**src/source/l2_pkg.sv**
```systemverilog
// Cache geometry constants, address field types, burst type and controller state enums
`default_nettype none

package l2_pkg;

	// Bus widths
	localparam int ADDR_W = 32;
	localparam int DATA_W = 64;
	localparam int LEN_W  = 8;

	// Geometry, 4 ways by 32 sets of 128-byte lines
	localparam int WAYS           = 4;
	localparam int SETS           = 32;
	localparam int LINE_BYTES     = 128;
	localparam int BEAT_BYTES     = DATA_W / 8;
	localparam int BEATS_PER_LINE = LINE_BYTES / BEAT_BYTES;

	// Address split into tag, index and offset
	localparam int OFFSET_W = $clog2(LINE_BYTES);
	localparam int INDEX_W  = $clog2(SETS);
	localparam int TAG_W    = ADDR_W - OFFSET_W - INDEX_W;
	localparam int BEAT_W   = $clog2(BEATS_PER_LINE);
	localparam int WAY_W    = $clog2(WAYS);

	// A fill is always one whole line
	localparam int FILL_LEN = BEATS_PER_LINE - 1;

	typedef logic [ADDR_W-1:0]  addr_t;
	typedef logic [DATA_W-1:0]  data_t;
	typedef logic [LEN_W-1:0]   len_t;
	typedef logic [TAG_W-1:0]   tag_t;
	typedef logic [INDEX_W-1:0] index_t;
	typedef logic [BEAT_W-1:0]  beat_t;
	typedef logic [WAY_W-1:0]   way_t;

	// AXI burst encoding, WRAP not supported
	typedef enum logic [1:0] {
		BURST_FIXED = 2'd0,
		BURST_INCR  = 2'd1
	} burst_e;

	typedef enum logic [2:0] {
		ST_IDLE,
		ST_LOOKUP,
		ST_FILL,
		ST_RESP_I,
		ST_RESP_D,
		ST_FENCE
	} l2_state_e;

endpackage

`default_nettype wire

```
**src/source/l2_read_port.sv**
```systemverilog
// First-level read burst engine with request capture, beat stepping and R channel
`timescale 1ns/1ps
`default_nettype none

module l2_read_port (
	input  wire                    clk,
	input  wire                    rst_n,
	input  wire                    start,
	input  wire  l2_pkg::addr_t    araddr,
	input  wire  l2_pkg::len_t     arlen,
	input  wire  l2_pkg::burst_e   arburst,
	output logic                   arready,
	output logic                   rd_req,
	output l2_pkg::beat_t          rd_beat,
	input  wire  l2_pkg::data_t    rdata_in,
	output l2_pkg::data_t          rdata,
	output logic                   rlast,
	output logic                   rvalid,
	input  wire                    rready,
	output logic                   done
);
	import l2_pkg::*;

	// Captured request
	addr_t  addr_q;
	len_t   len_q;
	burst_e burst_q;
	len_t   cnt_q;

	// Burst control
	logic active_q;
	logic pend_q;
	logic rvalid_q;
	logic beat_xfer;

	assign arready   = start;
	assign beat_xfer = rvalid_q & rready;

	// Next read only after the beat in flight has gone
	assign rd_req  = active_q & ~pend_q & ~rvalid_q;
	assign rd_beat = addr_q[OFFSET_W-1 -: BEAT_W];

	// Data store holds its output, so rdata stays put under back-pressure
	assign rdata  = rdata_in;
	assign rvalid = rvalid_q;
	assign rlast  = rvalid_q & (cnt_q == len_q);
	assign done   = beat_xfer & rlast;

	always_ff @(posedge clk) begin
		if (!rst_n) begin
			active_q <= 1'b0;
			pend_q   <= 1'b0;
			rvalid_q <= 1'b0;
		end else begin
			if (start) begin
				active_q <= 1'b1;
			end else if (done) begin
				active_q <= 1'b0;
			end
			pend_q <= rd_req;
			// Valid one cycle after the synchronous read
			if (pend_q) begin
				rvalid_q <= 1'b1;
			end else if (beat_xfer) begin
				rvalid_q <= 1'b0;
			end
		end
	end

	always_ff @(posedge clk) begin
		if (start) begin
			addr_q  <= araddr;
			len_q   <= arlen;
			burst_q <= arburst;
			cnt_q   <= '0;
		end else if (beat_xfer) begin
			cnt_q <= cnt_q + 1'b1;
			// FIXED bursts keep re-reading the same beat
			if (burst_q == BURST_INCR) begin
				addr_q <= addr_q + addr_t'(BEAT_BYTES);
			end
		end
	end

endmodule

`default_nettype wire

```
**config.mk**
```make
export PLATFORM = sky130hd
export DESIGN_NAME = l2_read_port
export DESIGN_NICKNAME = d
export VERILOG_FILES = /design/src/source/l2_pkg.sv /design/src/source/l2_read_port.sv
export SDC_FILE = /design/constraint.sdc
export NUM_CORES = 1
export LEC_CHECK = 0
export BUFFER_PORTS_ARGS = -buffer_cell sky130_fd_sc_hd__clkbuf_2
export CORE_MARGIN = 2
export CORE_UTILIZATION = 25
export DETAILED_ROUTE_END_ITERATION = 12
export PLACE_DENSITY = 0.6
export SYNTH_ARGS = -nofsm -noshare
export SYNTH_HDL_FRONTEND = slang
export SYNTH_SLANG_ARGS = --single-unit
```
**constraint.sdc**
```tcl
create_clock -name clk -period 1.3 [get_ports clk]
set_input_delay 0.065 -clock clk [delete_from_list [all_inputs] [get_ports clk]]
set_output_delay 0.065 -clock clk [all_outputs]
set_load 0.1 [all_outputs]
```
After elaboration in Yosys (flattened, before gate mapping)
Cells that the tools add are included.

word-level totals
  register bits = 53
  bits of input ports = 110
  output and inout port bits = 73
  word-level logic and storage cells = 30

operators by class
  add/sub/neg operators = 2
  eq/ne operators = 2
  muxes and demuxes = 7
  bitwise gates (word level) = 7
  reduce and logical (&&, ||, !) cells = 5

operator list
  operator                                             count
  two-way mux 32 bit                                   3
  adder 32 x 4 -> 32 bit, second input constant        1
  adder 8 x 1 -> 8 bit, second input constant          1
  equality test 8 bit                                  1
  nonzero test 2 bit                                   4
  bitwise AND 1 bit                                    5
  two-way mux 1 bit                                    4
  equality test 2 x 1 -> 1 bit, second input constant  1
  NOT 1 bit                                            2
  AND reduction 2 bit                                  1

Logic depth before layout (Yosys ltp)
  depth after elaboration = 5
  mapped depth = 5
  mapped depth without buffers = 4

Worst setup path before layout
Ideal clock, no wire load.

  kind = register to register
  from = register rvalid_q, in the netlist rvalid
  to = register pend_q
  arrival = 3348 ps
  required time = 1229 ps
  slack = -2119 ps
  cell stages (with the launch flop) = 3
  buffers on the path = 0
  clock period less this slack = 3419 ps
  cells stage by stage = dfxtp_1 > nor3b_1 > and2_1

on the way
  cells in the longest elaborated chain, start to end = 2

ends and longest elaborated chain
  element                   line                text
  start: declaration        l2_read_port.sv:33  logic rvalid_q;
  start signal: assignment  l2_read_port.sv:53  rvalid_q <= 1'b0;
  start signal: assignment  l2_read_port.sv:63  rvalid_q <= 1'b1;
  start signal: assignment  l2_read_port.sv:65  rvalid_q <= 1'b0;
  NOT 1 bit                 l2_read_port.sv:40  assign rd_req = active_q & ~pend_q & ~rvalid_q;
  bitwise AND 1 bit         l2_read_port.sv:40
  net rd_req                l2_read_port.sv:13  output logic rd_req,
  end signal: assignment    l2_read_port.sv:60  pend_q <= rd_req;
  end: declaration          l2_read_port.sv:32  logic pend_q;

The timed path passes the listed nets, and every way through them passes these cells.
A chain may end at the register's enable or synchronous reset.

Worst setup path after layout
  from = register len_q[6]
  to = output port done

on the way
  cells in the longest elaborated chain, start to end = 3

ends and longest elaborated chain
  element                   line                text
  start: declaration        l2_read_port.sv:26  len_t len_q;
  start signal: assignment  l2_read_port.sv:73  len_q <= arlen;
  equality test 8 bit       l2_read_port.sv:46  assign rlast = rvalid_q & (cnt_q == len_q);
  bitwise AND 1 bit         l2_read_port.sv:46
  bitwise AND 1 bit         l2_read_port.sv:47  assign done = beat_xfer & rlast;
  end: declaration          l2_read_port.sv:20  output logic done

Every way passes these cells.

==> summary.md <==
| Metric | Value |
|---|---|
| Worst Hold Launch | `rst_n` |
| Met2 GRT Util | `between 10% and 20%` |
| Critical Path RT | `1.24 ns` |
| Synth area leaders | `buf_4, edfxtp_1, dfxtp_1, xnor2_1, xor2_1` |
| Total CTS buffers | `3` |
| CP max FO | `2` |
| TritonRoute pass-1 iters | `4` |
| DR DRC count | `0` |
| Flop-to-flop setup slack | `around 0.01 ns` |
| Row cnt | `28` |
| Initial drt markers | `18` |
| CP Capture Type | `output port` |
| Fin nets | `250` |
| Largest net degree at the start of global routing | `20` |
| Max-slew violation count | `0` |
| Layout area overhead | `2.98%` |
| Hold slack | `0.0176 ns` |
| Clock Latency Late Sink | `0.27 ns` |
| Synth Cell Area | `1550 um2` |
| Final period utilization | `126%` |
| Minimum clock period | `1.64 ns` |
| Clock-pin slew on the worst setup and hold paths | `0.09 ns` |
| Post-route ant nets | `0` |
| Post-synth EDFFs | `14` |
| Hpwl dp | `approximately 2100 um` |
| # fillers | `645` |
| Final wirelength | `~2700 um` |
| Yosys cell types | `27` |
| Mapped Nets | `267` |
| Grt met3 use | `1.84%` |
| Per-cell routed wire length | `between 10 and 15 um` |
| Non-Filler Instances | `212` |
| Total number of vias | `845` |
| Ys async rst share | `0%` |
| Max Cap Viol | `0` |
| Final Worst Setup Slack | `-0.336 ns` |
| CP max stage delay | `about 0.38 ns` |
| Cell area after layout | `1600 um2` |
| IO Count | `183` |
| Congestion Overflow GR | `0` |
| Worst R2R End | `active_q$_SDFFE_PN0P_` |
| Number of global-route vias before repair | `830` |
| Full die area | `roughly 7000 um2` |
| Syn. warnings | `0` |
| Startpoint types | `flip-flop` |
| Slowest CP cell | `edfxtp_1` |
| Post-synth top flop | `edfxtp_1` |
| Peak VDD IR | `794 uV` |
| Cells after synthesis | `155` |
| Global-route usage over all layers | `7.64%` |
| TritonCTS Sinks | `25` |
| Status | `finished with violations` |
| Endpoints failing setup | `2` |
| Worst Path Class, Setup | `reg2out` |
| Met1 Resource Use GR | `7.37%` |
| Htree depth | `1` |
| Crit path max-delay family | `simple AND/OR/NAND/NOR gates` |
| Cell with the most instances after synthesis | `buf_4` |
| LEAKAGE | `0.617 nW` |
| Top cell type by total area after synthesis | `buf_4` |
| WP data arrival | `approximately 1.6 ns` |
| Slew headroom | `81.4%` |
| Global-route wire length before repair | `3920 um` |
| Critical Path, Cell by Cell | `xnor2_1, nand4_1, nor3_4, and2_4, buf_12` |
| Die Y | `82.8 um` |
| Clock Skew | `0.00725 ns` |
| Sequential cell area | `647 um2` |
| Failing checks | `negative setup slack` |
| Final setup TNS | `-0.644 ns` |
| Dpl ws | `-0.0721 ns` |
| Worst hold path class | `in2reg` |
| Max frequency | `0.611 GHz` |
| DP Cell Count | `~200` |
| Post-synthesis sequential area ratio | `41.3%` |
| PortBufs | `26` |
| Clk buf depth | `2` |
| Total design power | `1.67 mW` |
| Core area | `5960 um2` |
| Cell Area, Placed | `1450 um2` |
| Number of antenna diodes | `0` |
| CTS tree | `done` |
| Syn_area_per_cell | `10.0 um2` |
| Share of the synthesized area in the top cell type | `31.9%` |
| Worst r2r src | `len_q[6]$_DFFE_PP_` |
| Worst Hold Endpoint | `rvalid$_SDFFE_PN0P_` |
| Area of the multi-input gates | `429 um2` |
| CTS root buffer | `clkbuf_8` |
| Yosys reg bits | `25` |
| DR vias/cell | `3.99` |
| Layout cell share with drive strength beyond 1 | `36.5%` |
| Gpl congestion | `0.695` |
| Reg2reg path depth | `5` |
| Core Util, Final | `26.8%` |
| RSZ-0062 raised after global routing | `true` |
| Final hold violations | `0` |
| Initial antenna violation count | `0` |
| Hold Crit Depth | `2` |
| Pwr dens | `1050 nW/um2` |
| Slew @ Worst Pin | `0.281 ns` |
| Synth cell count leaders | `buf_4, edfxtp_1, xnor2_1` |
| Critical path buffers and inverters | `1` |
| GRT Max-Usage Layer | `met2` |
| Die width | `between 80 and 90 um` |
| Starting Density | `26.1%` |
[flip-flops by register name, indices dropped and copies added (netlist names)]
name and cells:
addr_q 4, burst_q 2, cnt_q 8, pend_q 1, len_q 8, active_q 1, rvalid 1
[cell families after synthesis]
kind of cell | count (synthesis) | share of synthesized area, %
fa+ha+maj | 2 | 1.61
buf+inv | 69 | 32.7
flops | 25 | 41.3
compound gates | 8 | 2.82
xor+xnor | 16 | 9.03
mux | 2 | 1.37
simple gates | 33 | 11.2
[worst reg2reg max path: stages, from the launching register on]
cell      delay [ns]
edfxtp_1        0.38
xnor2_1         0.16
nand4_1         0.18
nor3_4          0.23
buf_4           0.15
a31oi_1         0.07
[power breakdown]
| group | internal (mW) | leakage [nW] | switching, mW | total (mW) |
|---|---|---|---|---|
| Clock | 0.214 | 0.0255 | 0.240 | 0.454 |
| Combinational | 0.116 | 0.363 | 0.191 | 0.306 |
| Sequential | 0.883 | 0.228 | 0.0265 | 0.909 |
[metal layers]
layer,part of all wire [%],up-vias
met3,10,18
met4,5.5,0
li1,-,405
met5,0,-
met2,52,45
met1,32,377
[timing repair]
action                     CTS  global route
hold endpoints to repair    10             0
resized for setup            0             0
hold buffers                10             0
pin swaps                    2             1
setup endpoints to repair    3             3
setup buffers                0             0
[worst max path at each step]
| stage | start | endpoint | slack, ns | cells after the start |
|---|---|---|---|---|
| final | len_q[6]$_DFFE_PP_ | done | -0.34 | 5 |
| after global placement | len_q[3]$_DFFE_PP_ | done | -0.07 | 5 |
| after CTS | len_q[6]$_DFFE_PP_ | done | -0.35 | 5 |
| after global routing | len_q[3]$_DFFE_PP_ | done | -0.42 | 5 |
| after floorplan | len_q[3]$_DFFE_PP_ | done | -0.75 | 4 |
| after detailed placement | len_q[3]$_DFFE_PP_ | done | -0.07 | 5 |
[cell type report]
cell class	instances	area share, %
sequential	25	40.5
multi-input combinational	61	26.9
timing repair buffer	46	23.6
tap	75	5.87
clock buffer	3	2.58
clock inverter	1	0.313
inverter	1	0.235
[layout by cell type, fill, tap and decap left out]
cell type and n:
clkbuf_2 17, buf_4 15, edfxtp_1 14, xnor2_1 12, dlygate4sd3_1 10, dfxtp_1 8
nor2_1 7, nand2_1 6, xor2_1 4, o21ai_0 4, nand4_1 4, buf_12 4
clkbuf_8 3, nand3_1 2, nand2_2 2, and2_1 2, nor3_1 2, ha_1 2
dfxtp_2 2, mux2_2 1, o21ai_1 1, nor3_4 1, and2_4 1, inv_1 1
nand3b_1 1, nor3b_4 1, and3_1 1, nand3_2 1, a31oi_1 1, nor2b_1 1
o21a_1 1, or3_1 1, a21oi_1 1, mux2i_1 1, clkinv_2 1, dfxtp_4 1
(Power assumes the default switching activity.)
