$ cat config.mk
export PLATFORM = sky130hd
export DESIGN_NAME = l2_ctrl
export DESIGN_NICKNAME = d
export VERILOG_FILES = /design/src/source/l2_pkg.sv /design/src/source/l2_ctrl.sv
export SDC_FILE = /design/constraint.sdc
export NUM_CORES = 1
export LEC_CHECK = 0
export BUFFER_PORTS_ARGS = -buffer_cell sky130_fd_sc_hd__buf_2
export CORE_AREA = 2 2 123 125
export DETAILED_ROUTE_END_ITERATION = 8
export DIE_AREA = 0 0 125 127
export PLACE_DENSITY = 0.64
export SLEW_MARGIN = 20
export SYNTH_ARGS = -nofsm -noshare
export SYNTH_HDL_FRONTEND = slang
export SYNTH_SLANG_ARGS = --single-unit
$ cat constraint.sdc
create_clock -name clk -period 3 [get_ports clk]
set_input_delay 0.15 -clock clk [delete_from_list [all_inputs] [get_ports clk]]
set_output_delay 0.15 -clock clk [all_outputs]
set_load 0.005 [all_outputs]
$ cat src/source/l2_pkg.sv
// Cache geometry constants, address field types, burst type and controller state enums
`default_nettype none

package l2_pkg;

	// Bus widths
	localparam int ADDR_W = 32;
	localparam int DATA_W = 64;
	localparam int LEN_W  = 8;

	// Geometry, 4 ways by 32 sets of 128-byte lines
	localparam int WAYS           = 4;
	localparam int SETS           = 32;
	localparam int LINE_BYTES     = 128;
	localparam int BEAT_BYTES     = DATA_W / 8;
	localparam int BEATS_PER_LINE = LINE_BYTES / BEAT_BYTES;

	// Address split into tag, index and offset
	localparam int OFFSET_W = $clog2(LINE_BYTES);
	localparam int INDEX_W  = $clog2(SETS);
	localparam int TAG_W    = ADDR_W - OFFSET_W - INDEX_W;
	localparam int BEAT_W   = $clog2(BEATS_PER_LINE);
	localparam int WAY_W    = $clog2(WAYS);

	// A fill is always one whole line
	localparam int FILL_LEN = BEATS_PER_LINE - 1;

	typedef logic [ADDR_W-1:0]  addr_t;
	typedef logic [DATA_W-1:0]  data_t;
	typedef logic [LEN_W-1:0]   len_t;
	typedef logic [TAG_W-1:0]   tag_t;
	typedef logic [INDEX_W-1:0] index_t;
	typedef logic [BEAT_W-1:0]  beat_t;
	typedef logic [WAY_W-1:0]   way_t;

	// AXI burst encoding, WRAP not supported
	typedef enum logic [1:0] {
		BURST_FIXED = 2'd0,
		BURST_INCR  = 2'd1
	} burst_e;

	typedef enum logic [2:0] {
		ST_IDLE,
		ST_LOOKUP,
		ST_FILL,
		ST_RESP_I,
		ST_RESP_D,
		ST_FENCE
	} l2_state_e;

endpackage

`default_nettype wire

$ cat src/source/l2_ctrl.sv
// Cache controller FSM with port arbitration, line fill, fence and data store multiplexing
`timescale 1ns/1ps
`default_nettype none

module l2_ctrl (
	input  wire                    clk,
	input  wire                    rst_n,

	// Port requests
	input  wire  l2_pkg::addr_t    il1_araddr,
	input  wire                    il1_arvalid,
	input  wire  l2_pkg::addr_t    dl1_araddr,
	input  wire                    dl1_arvalid,
	input  wire                    fence,
	output logic                   fence_end,

	// Tag store
	input  wire                    hit,
	input  wire  l2_pkg::way_t     hit_way,
	input  wire  l2_pkg::way_t     victim_way,
	output l2_pkg::addr_t          lookup_addr,
	output logic                   alloc,
	output l2_pkg::way_t           alloc_way,
	output logic                   fill_done,
	output logic                   clear_all,

	// Read port engines
	output logic                   start_i,
	output logic                   start_d,
	input  wire                    i_rd_req,
	input  wire  l2_pkg::beat_t    i_rd_beat,
	input  wire                    d_rd_req,
	input  wire  l2_pkg::beat_t    d_rd_beat,
	input  wire                    done_i,
	input  wire                    done_d,

	// Data store
	output logic                   st_rd_en,
	output logic                   st_wr_en,
	output l2_pkg::way_t           st_way,
	output l2_pkg::index_t         st_index,
	output l2_pkg::beat_t          st_beat,
	output l2_pkg::data_t          st_wdata,

	// Memory read channels
	output l2_pkg::addr_t          mem_araddr,
	output l2_pkg::len_t           mem_arlen,
	output l2_pkg::burst_e         mem_arburst,
	output logic                   mem_arvalid,
	input  wire                    mem_arready,
	input  wire  l2_pkg::data_t    mem_rdata,
	input  wire                    mem_rvalid,
	input  wire                    mem_rlast,
	output logic                   mem_rready
);
	import l2_pkg::*;

	l2_state_e state_q;
	l2_state_e state_d;

	// Request under service
	addr_t req_addr_q;
	logic  gnt_d_q;
	way_t  way_q;

	// Fill progress
	beat_t fill_beat_q;
	logic  mem_arvalid_q;
	logic  mem_beat;
	logic  go_fill;

	assign mem_beat = mem_rvalid & mem_rready;
	assign go_fill  = (state_q == ST_LOOKUP) & ~hit;

	always_comb begin
		state_d = state_q;
		case (state_q)
			ST_IDLE: begin
				// Fence first, then il1, then dl1
				if (fence) begin
					state_d = ST_FENCE;
				end else if (il1_arvalid | dl1_arvalid) begin
					state_d = ST_LOOKUP;
				end
			end
			ST_LOOKUP: begin
				if (!hit) begin
					state_d = ST_FILL;
				end else if (gnt_d_q) begin
					state_d = ST_RESP_D;
				end else begin
					state_d = ST_RESP_I;
				end
			end
			// Line complete, look it up again so it hits
			ST_FILL:   state_d = (mem_beat & mem_rlast) ? ST_LOOKUP : ST_FILL;
			ST_RESP_I: state_d = done_i ? ST_IDLE : ST_RESP_I;
			ST_RESP_D: state_d = done_d ? ST_IDLE : ST_RESP_D;
			ST_FENCE:  state_d = ST_IDLE;
			default:   state_d = ST_IDLE;
		endcase
	end

	always_ff @(posedge clk) begin
		if (!rst_n) begin
			state_q       <= ST_IDLE;
			gnt_d_q       <= 1'b0;
			mem_arvalid_q <= 1'b0;
			fill_beat_q   <= '0;
		end else begin
			state_q <= state_d;
			// Grant goes to dl1 only when il1 is idle
			if ((state_q == ST_IDLE) && (state_d == ST_LOOKUP)) begin
				gnt_d_q <= ~il1_arvalid;
			end
			// AR raised once per fill, dropped on acceptance
			if (go_fill) begin
				mem_arvalid_q <= 1'b1;
			end else if (mem_arready) begin
				mem_arvalid_q <= 1'b0;
			end
			if (go_fill) begin
				fill_beat_q <= '0;
			end else if (mem_beat) begin
				fill_beat_q <= fill_beat_q + 1'b1;
			end
		end
	end

	// Lock address and way for the rest of the transaction
	always_ff @(posedge clk) begin
		if (state_q == ST_IDLE) begin
			req_addr_q <= il1_arvalid ? il1_araddr : dl1_araddr;
		end
		if (state_q == ST_LOOKUP) begin
			way_q <= hit ? hit_way : victim_way;
		end
	end

	// Tag store control
	assign lookup_addr = req_addr_q;
	assign alloc       = go_fill;
	assign alloc_way   = (state_q == ST_LOOKUP) ? victim_way : way_q;
	assign fill_done   = (state_q == ST_FILL) & mem_beat & mem_rlast;
	assign clear_all   = (state_q == ST_FENCE);
	assign fence_end   = (state_q == ST_FENCE);

	// Port start doubles as arready
	assign start_i = (state_q == ST_LOOKUP) & hit & ~gnt_d_q;
	assign start_d = (state_q == ST_LOOKUP) & hit & gnt_d_q;

	// Whole aligned line, one INCR burst
	assign mem_araddr  = {req_addr_q[ADDR_W-1:OFFSET_W], {OFFSET_W{1'b0}}};
	assign mem_arlen   = len_t'(FILL_LEN);
	assign mem_arburst = BURST_INCR;
	assign mem_arvalid = mem_arvalid_q;
	assign mem_rready  = (state_q == ST_FILL);

	// Data store owner follows the state
	always_comb begin
		st_rd_en = 1'b0;
		st_wr_en = 1'b0;
		st_beat  = fill_beat_q;
		case (state_q)
			ST_FILL: begin
				st_wr_en = mem_beat;
			end
			ST_RESP_I: begin
				st_rd_en = i_rd_req;
				st_beat  = i_rd_beat;
			end
			ST_RESP_D: begin
				st_rd_en = d_rd_req;
				st_beat  = d_rd_beat;
			end
			default: begin
				st_rd_en = 1'b0;
			end
		endcase
	end

	// Bursts stay in one line, so the locked index serves the port too
	assign st_way   = way_q;
	assign st_index = req_addr_q[OFFSET_W +: INDEX_W];
	assign st_wdata = mem_rdata;

endmodule

`default_nettype wire

**Word-level counts from Yosys, hierarchy flattened**

Cells that the tools add are included.

- Flip-flop bits (word level): 43
- Input bits: 153
- Output and inout bits: 161
- Word-level logic and storage cells: 46

- $add $sub $neg: 1
- Equality and inequality tests: 6
- Multiplexer cells: 16
- Bitwise operators: 13
- Reductions and logical operators: 4

Operator list:

| cell | count |
|---|---|
| 32-bit two-way mux | 1 |
| 3-bit two-way mux | 5 |
| 3-bit case mux with 5 select lines | 1 |
| 1-bit bitwise AND | 8 |
| 2-bit two-way mux | 4 |
| 4-bit case mux with 2 select lines | 1 |
| 3-bit by 1-bit == test with 1-bit output (second input constant) | 2 |
| 3-bit by 2-bit == test with 1-bit output (second input constant) | 2 |
| 3-bit == test (second input constant) | 2 |
| 4-bit by 1-bit adder with 4-bit output (second input constant) | 1 |
| 1-bit NOT | 4 |
| 3-bit logical NOT | 1 |
| 1-bit two-way mux | 3 |
| 1-bit case mux with 2 select lines | 1 |
| 2-bit nonzero test | 1 |
| 2-bit OR reduction | 1 |
| 1-bit logical AND | 1 |
| 1-bit OR | 1 |

**Longest topological paths before layout**

- Depth after elaboration: 7
- Gate-level depth with buffers: 5
- Mapped depth without buffers: 4

**Worst setup path before layout**

OpenSTA, ideal clock, no wires.

- Kind: reg-to-reg
- Start: register state_q[1]
- End: register gnt_d_q
- Library setup time: 0.088 ns
- Arrival time: 2.404 ns
- Required time: 2.912 ns
- Path slack: 0.508 ns
- Stages on the path, launching flop included: 5
- Path buffers: 1
- Clock period less this slack: 2.492 ns
- Cells stage by stage: dfxtp_1 > buf_4 > nor3_2 > a22oi_1 > a311oi_2

- Cells in the longest elaborated chain, start to end: 7
- Elaborated cells between the ends (all ways): 13
- Classes of those cells: eq/ne: 5; mux: 4; bitwise: 2; reduce/logical: 2

RTL lines:

| item | line | text |
|---|---|---|
| start: declaration | l2_ctrl.sv:58 | `l2_state_e state_q;` |
| start signal: assignment | l2_ctrl.sv:111 | `state_q <= state_d;` |
| 3-bit by 2-bit == test with 1-bit output | l2_ctrl.sv:77, l2_ctrl.sv:157 |  |
| 1-bit bitwise AND | l2_ctrl.sv:72 | `assign mem_beat = mem_rvalid & mem_rready;` |
| 1-bit bitwise AND | l2_ctrl.sv:96 | `ST_FILL: state_d = (mem_beat & mem_rlast) ? ST_LOOKUP : ST_FILL;` |
| 2-bit two-way mux | l2_ctrl.sv:96 |  |
| 3-bit case mux with 5 select lines | l2_ctrl.sv:77 | `case (state_q)` |
| 3-bit by 1-bit == test with 1-bit output | l2_ctrl.sv:113 | `if ((state_q == ST_IDLE) && (state_d == ST_LOOKUP)) begin` |
| 1-bit logical AND (*) | l2_ctrl.sv:113 |  |
| end signal: assignment | l2_ctrl.sv:114 | `gnt_d_q <= ~il1_arvalid;` |
| end: declaration | l2_ctrl.sv:63 | `logic gnt_d_q;` |

Mark *: on every way between the ends. The rest lies on a longest branch, timed or not.
A chain may end at the register's enable or synchronous reset.

**Worst setup path after layout**

- Start: register state_q[2]
- End: output port st_beat[0]

- Cells in the longest elaborated chain, start to end: 2
- Elaborated cells between the ends (all ways): 3
- Classes of those cells: eq/ne: 2; mux: 1

RTL lines:

| item | line | text |
|---|---|---|
| 3-bit == test / 3-bit by 2-bit == test with 1-bit output (equally long branches) | l2_ctrl.sv:164 | `case (state_q)` |
| 4-bit case mux with 2 select lines (*) | l2_ctrl.sv:164 |  |
| end: declaration | l2_ctrl.sv:42 | `output l2_pkg::beat_t st_beat,` |

Marks and branches as above.

==> results.toml <==
[power]
cellPowerDensity_nw_per_um2 = 643
peakVddDrop_uv = 158
p_leak_nw = 1.54

[die]
start_util = 0.208
rows = 44
die_area_um2 = 15900
chipWidth_um = 125
core_um2 = 14400
chipHeight_um = 127
ios = 314

[place]
port_buffers = 168
gp_congestion = 0.778
dp_hpwl_um = 6170
dp_cells = 527

[critical_path]
crit_path_max_fanout = 18
startpoint_type = "register"
end_kind = "output pin"
critPathRequiredTime_ps = 2850
crit_arrival_ps = 1930
critPathKind = "reg -> out"

[route]
vias = 2119
ant_nets = 0
via_per_inst = 3.96
first_pass_iters = 4
drt_iter0_drc = 86
routedWlPerCell_um = 14.0
drt-total-wl_um = 7510
drc_errors = 0

[clock_tree]
clk_pin_slew_ps = 60
hold_buffers = 0
cts_max_path_buffers = 2
cts_resized = 0
postCtsSetupRepairBufs = 0
clock_sinks = 43
cts_inserted_buffers = 5
root_buffer = "clkbuf_16"
clk-insertion-delay-late_ps = 290
cts_max_level = 2
cts_tree = "done"

[logic_synthesis]
syn_inst = 280
synthArstFlopShare = 0
synth_top_cell_by_area = "edfxtp_1"
yosysUniqueCellTypes = 38
synth_area_leaders = "edfxtp_1 34%, buf_4 29%, mux2_2 13%"
yosys_warnings = 0
synth_seq_cells = 43
syn-cell-area_um2 = 3000
synth-edff-count = 34
synth_most_common_cell = "buf_4"
yosysSeqAreaShare = 0.400
netlist_top_cells_count = "115 x buf_4, 35 x mux2_2, 34 x edfxtp_1"
synth_top_flop_cell = "edfxtp_1"
synth.top_cell.area_share = 0.340
avgSynthCellArea_um2 = 10.7

[final_layout]
diodes = 0
num-fill-cells = 1563
stdcell_count = 535
drive_above_1_share = 0.635
fin_nets = 504
area_growth_pct = 12.8

[timing]
max_freq_mhz = 480
finalHoldViolations = 0
fin_crit_sh = 0.694
final.setup.tns_ps = 0
finalClockSkew_ps = 7.63
hold-worst-slack_ps = 147
tightest_slew_ps = 760
worst_slew_margin_rel = 0.493
setup_viol = 0
grt_setup_unrepaired = "false"
slew_violations = 0
min_period_ps = 2080

[global_route]
met3_usage = 0.0364
grt.total_usage = 0.0891
grt_pass1_vias = 1970
grt_use_met1 = 0.0904
gr-usage-met2 = 0.156
antenna_found_initial = 0
overflow = 0
grt.busiest_layer = "met2"
grt_max_degree = 35
grt_first_pass_wirelength_um = 10800

[run]
drv_cap = 0

[worst_hold_path]
hp-class = "in -> reg"

[status]
status = "finished clean"
metal layers:
metal | vias to the layer above | share of wire
met5 | - | 0
met4 | 0 | 0.035
met3 | 35 | 0.12
met2 | 152 | 0.49
met1 | 961 | 0.36
li1 | 971 | -
power by group:
group / switching, mW / internal [mW] / leakage [nW]
combinational: 0.339 / 0.346 / 1.07
clock: 0.228 / 0.307 / 0.0669
sequential: 0.111 / 0.846 / 0.407
total: 0.678 / 1.50 / 1.54
cell families (layout without fill, tap and decap cells):
logic type | Yosys count | after routing | share of synthesized area
buffers and inverters | 127 | 183 | 0.306
AND/OR/NAND/NOR | 46 | 46 | 0.0908
flip-flops | 43 | 43 | 0.400
multiplexers | 36 | 36 | 0.135
AO/OA/AOI/OAI | 24 | 24 | 0.0583
other | 2 | 17 | 0.00250
adder cells (fa/ha/maj) | 1 | 1 | 0.00417
XOR/XNOR | 1 | 1 | 0.00292
cells in the final DEF, fill, tap and decap left out, types with 4 or more instances in the layout:
master | netlist | final
edfxtp_1 | 34 | 34
o21ai_0 | 4 | 4
nor3b_1 | 5 | 5
mux2_2 | 35 | 35
clkbuf_16 | 0 | 5
buf_2 | 3 | 168
nor2_1 | 8 | 8
a21oi_1 | 4 | 4
o21ai_1 | 4 | 4
nand2_1 | 14 | 14
dfxtp_1 | 9 | 9
inv_1 | 4 | 4
o221a_2 | 4 | 4
conb_1 | 2 | 17
stage by stage:
step	area, um^2	utilization	total power [mW]	setup slack, ps
6_report	3390	0.235	2.18	919
5_1_grt	3390	0.235	2.32	804
4_1_cts	3390	0.235	2.23	912
3_5_place_dp	3250	0.225	1.68	1230
3_3_place_gp	3250	0.225	1.66	1310
2_1_floorplan	3060	-	1.51	508
state kept, by name (all words and copies together) (netlist names):
| register | count |
|---|---|
| mem_arvalid | 1 |
| st_way | 2 |
| gnt_d_q | 1 |
| state_q | 3 |
| lookup_addr | 32 |
| fill_beat_q | 4 |
worst max-delay path, stage by stage (launching register included):
cell and delay [ps]:
dfxtp_1 720, nor2b_1 200, mux2_2 350, o221a_2 250, buf_2 120
final cells by class:
type / count / area, um^2 / area share
sequential: 43 / 1200 / 0.355
multi-input combinational: 125 / 945 / 0.279
timing repair buffer: 169 / 848 / 0.250
tap: 184 / 230 / 0.0679
clock buffer: 6 / 129 / 0.0380
inverter: 6 / 22.5 / 0.00665
clock inverter: 2 / 12.5 / 0.00369
worst paths after layout:
path	start	to	slack (ps)	depth (start not counted)
worst min register to register	fill_beat_q[3]	fill_beat_q[3]	530	2
worst min-delay path	rst_n	state_q[0]	150	3
worst max register to register	state_q[2]	gnt_d_q	1360	4
worst max-delay path	state_q[2]	st_beat[0]	920	4
Note: power is estimated with default switching activity, not from simulation.
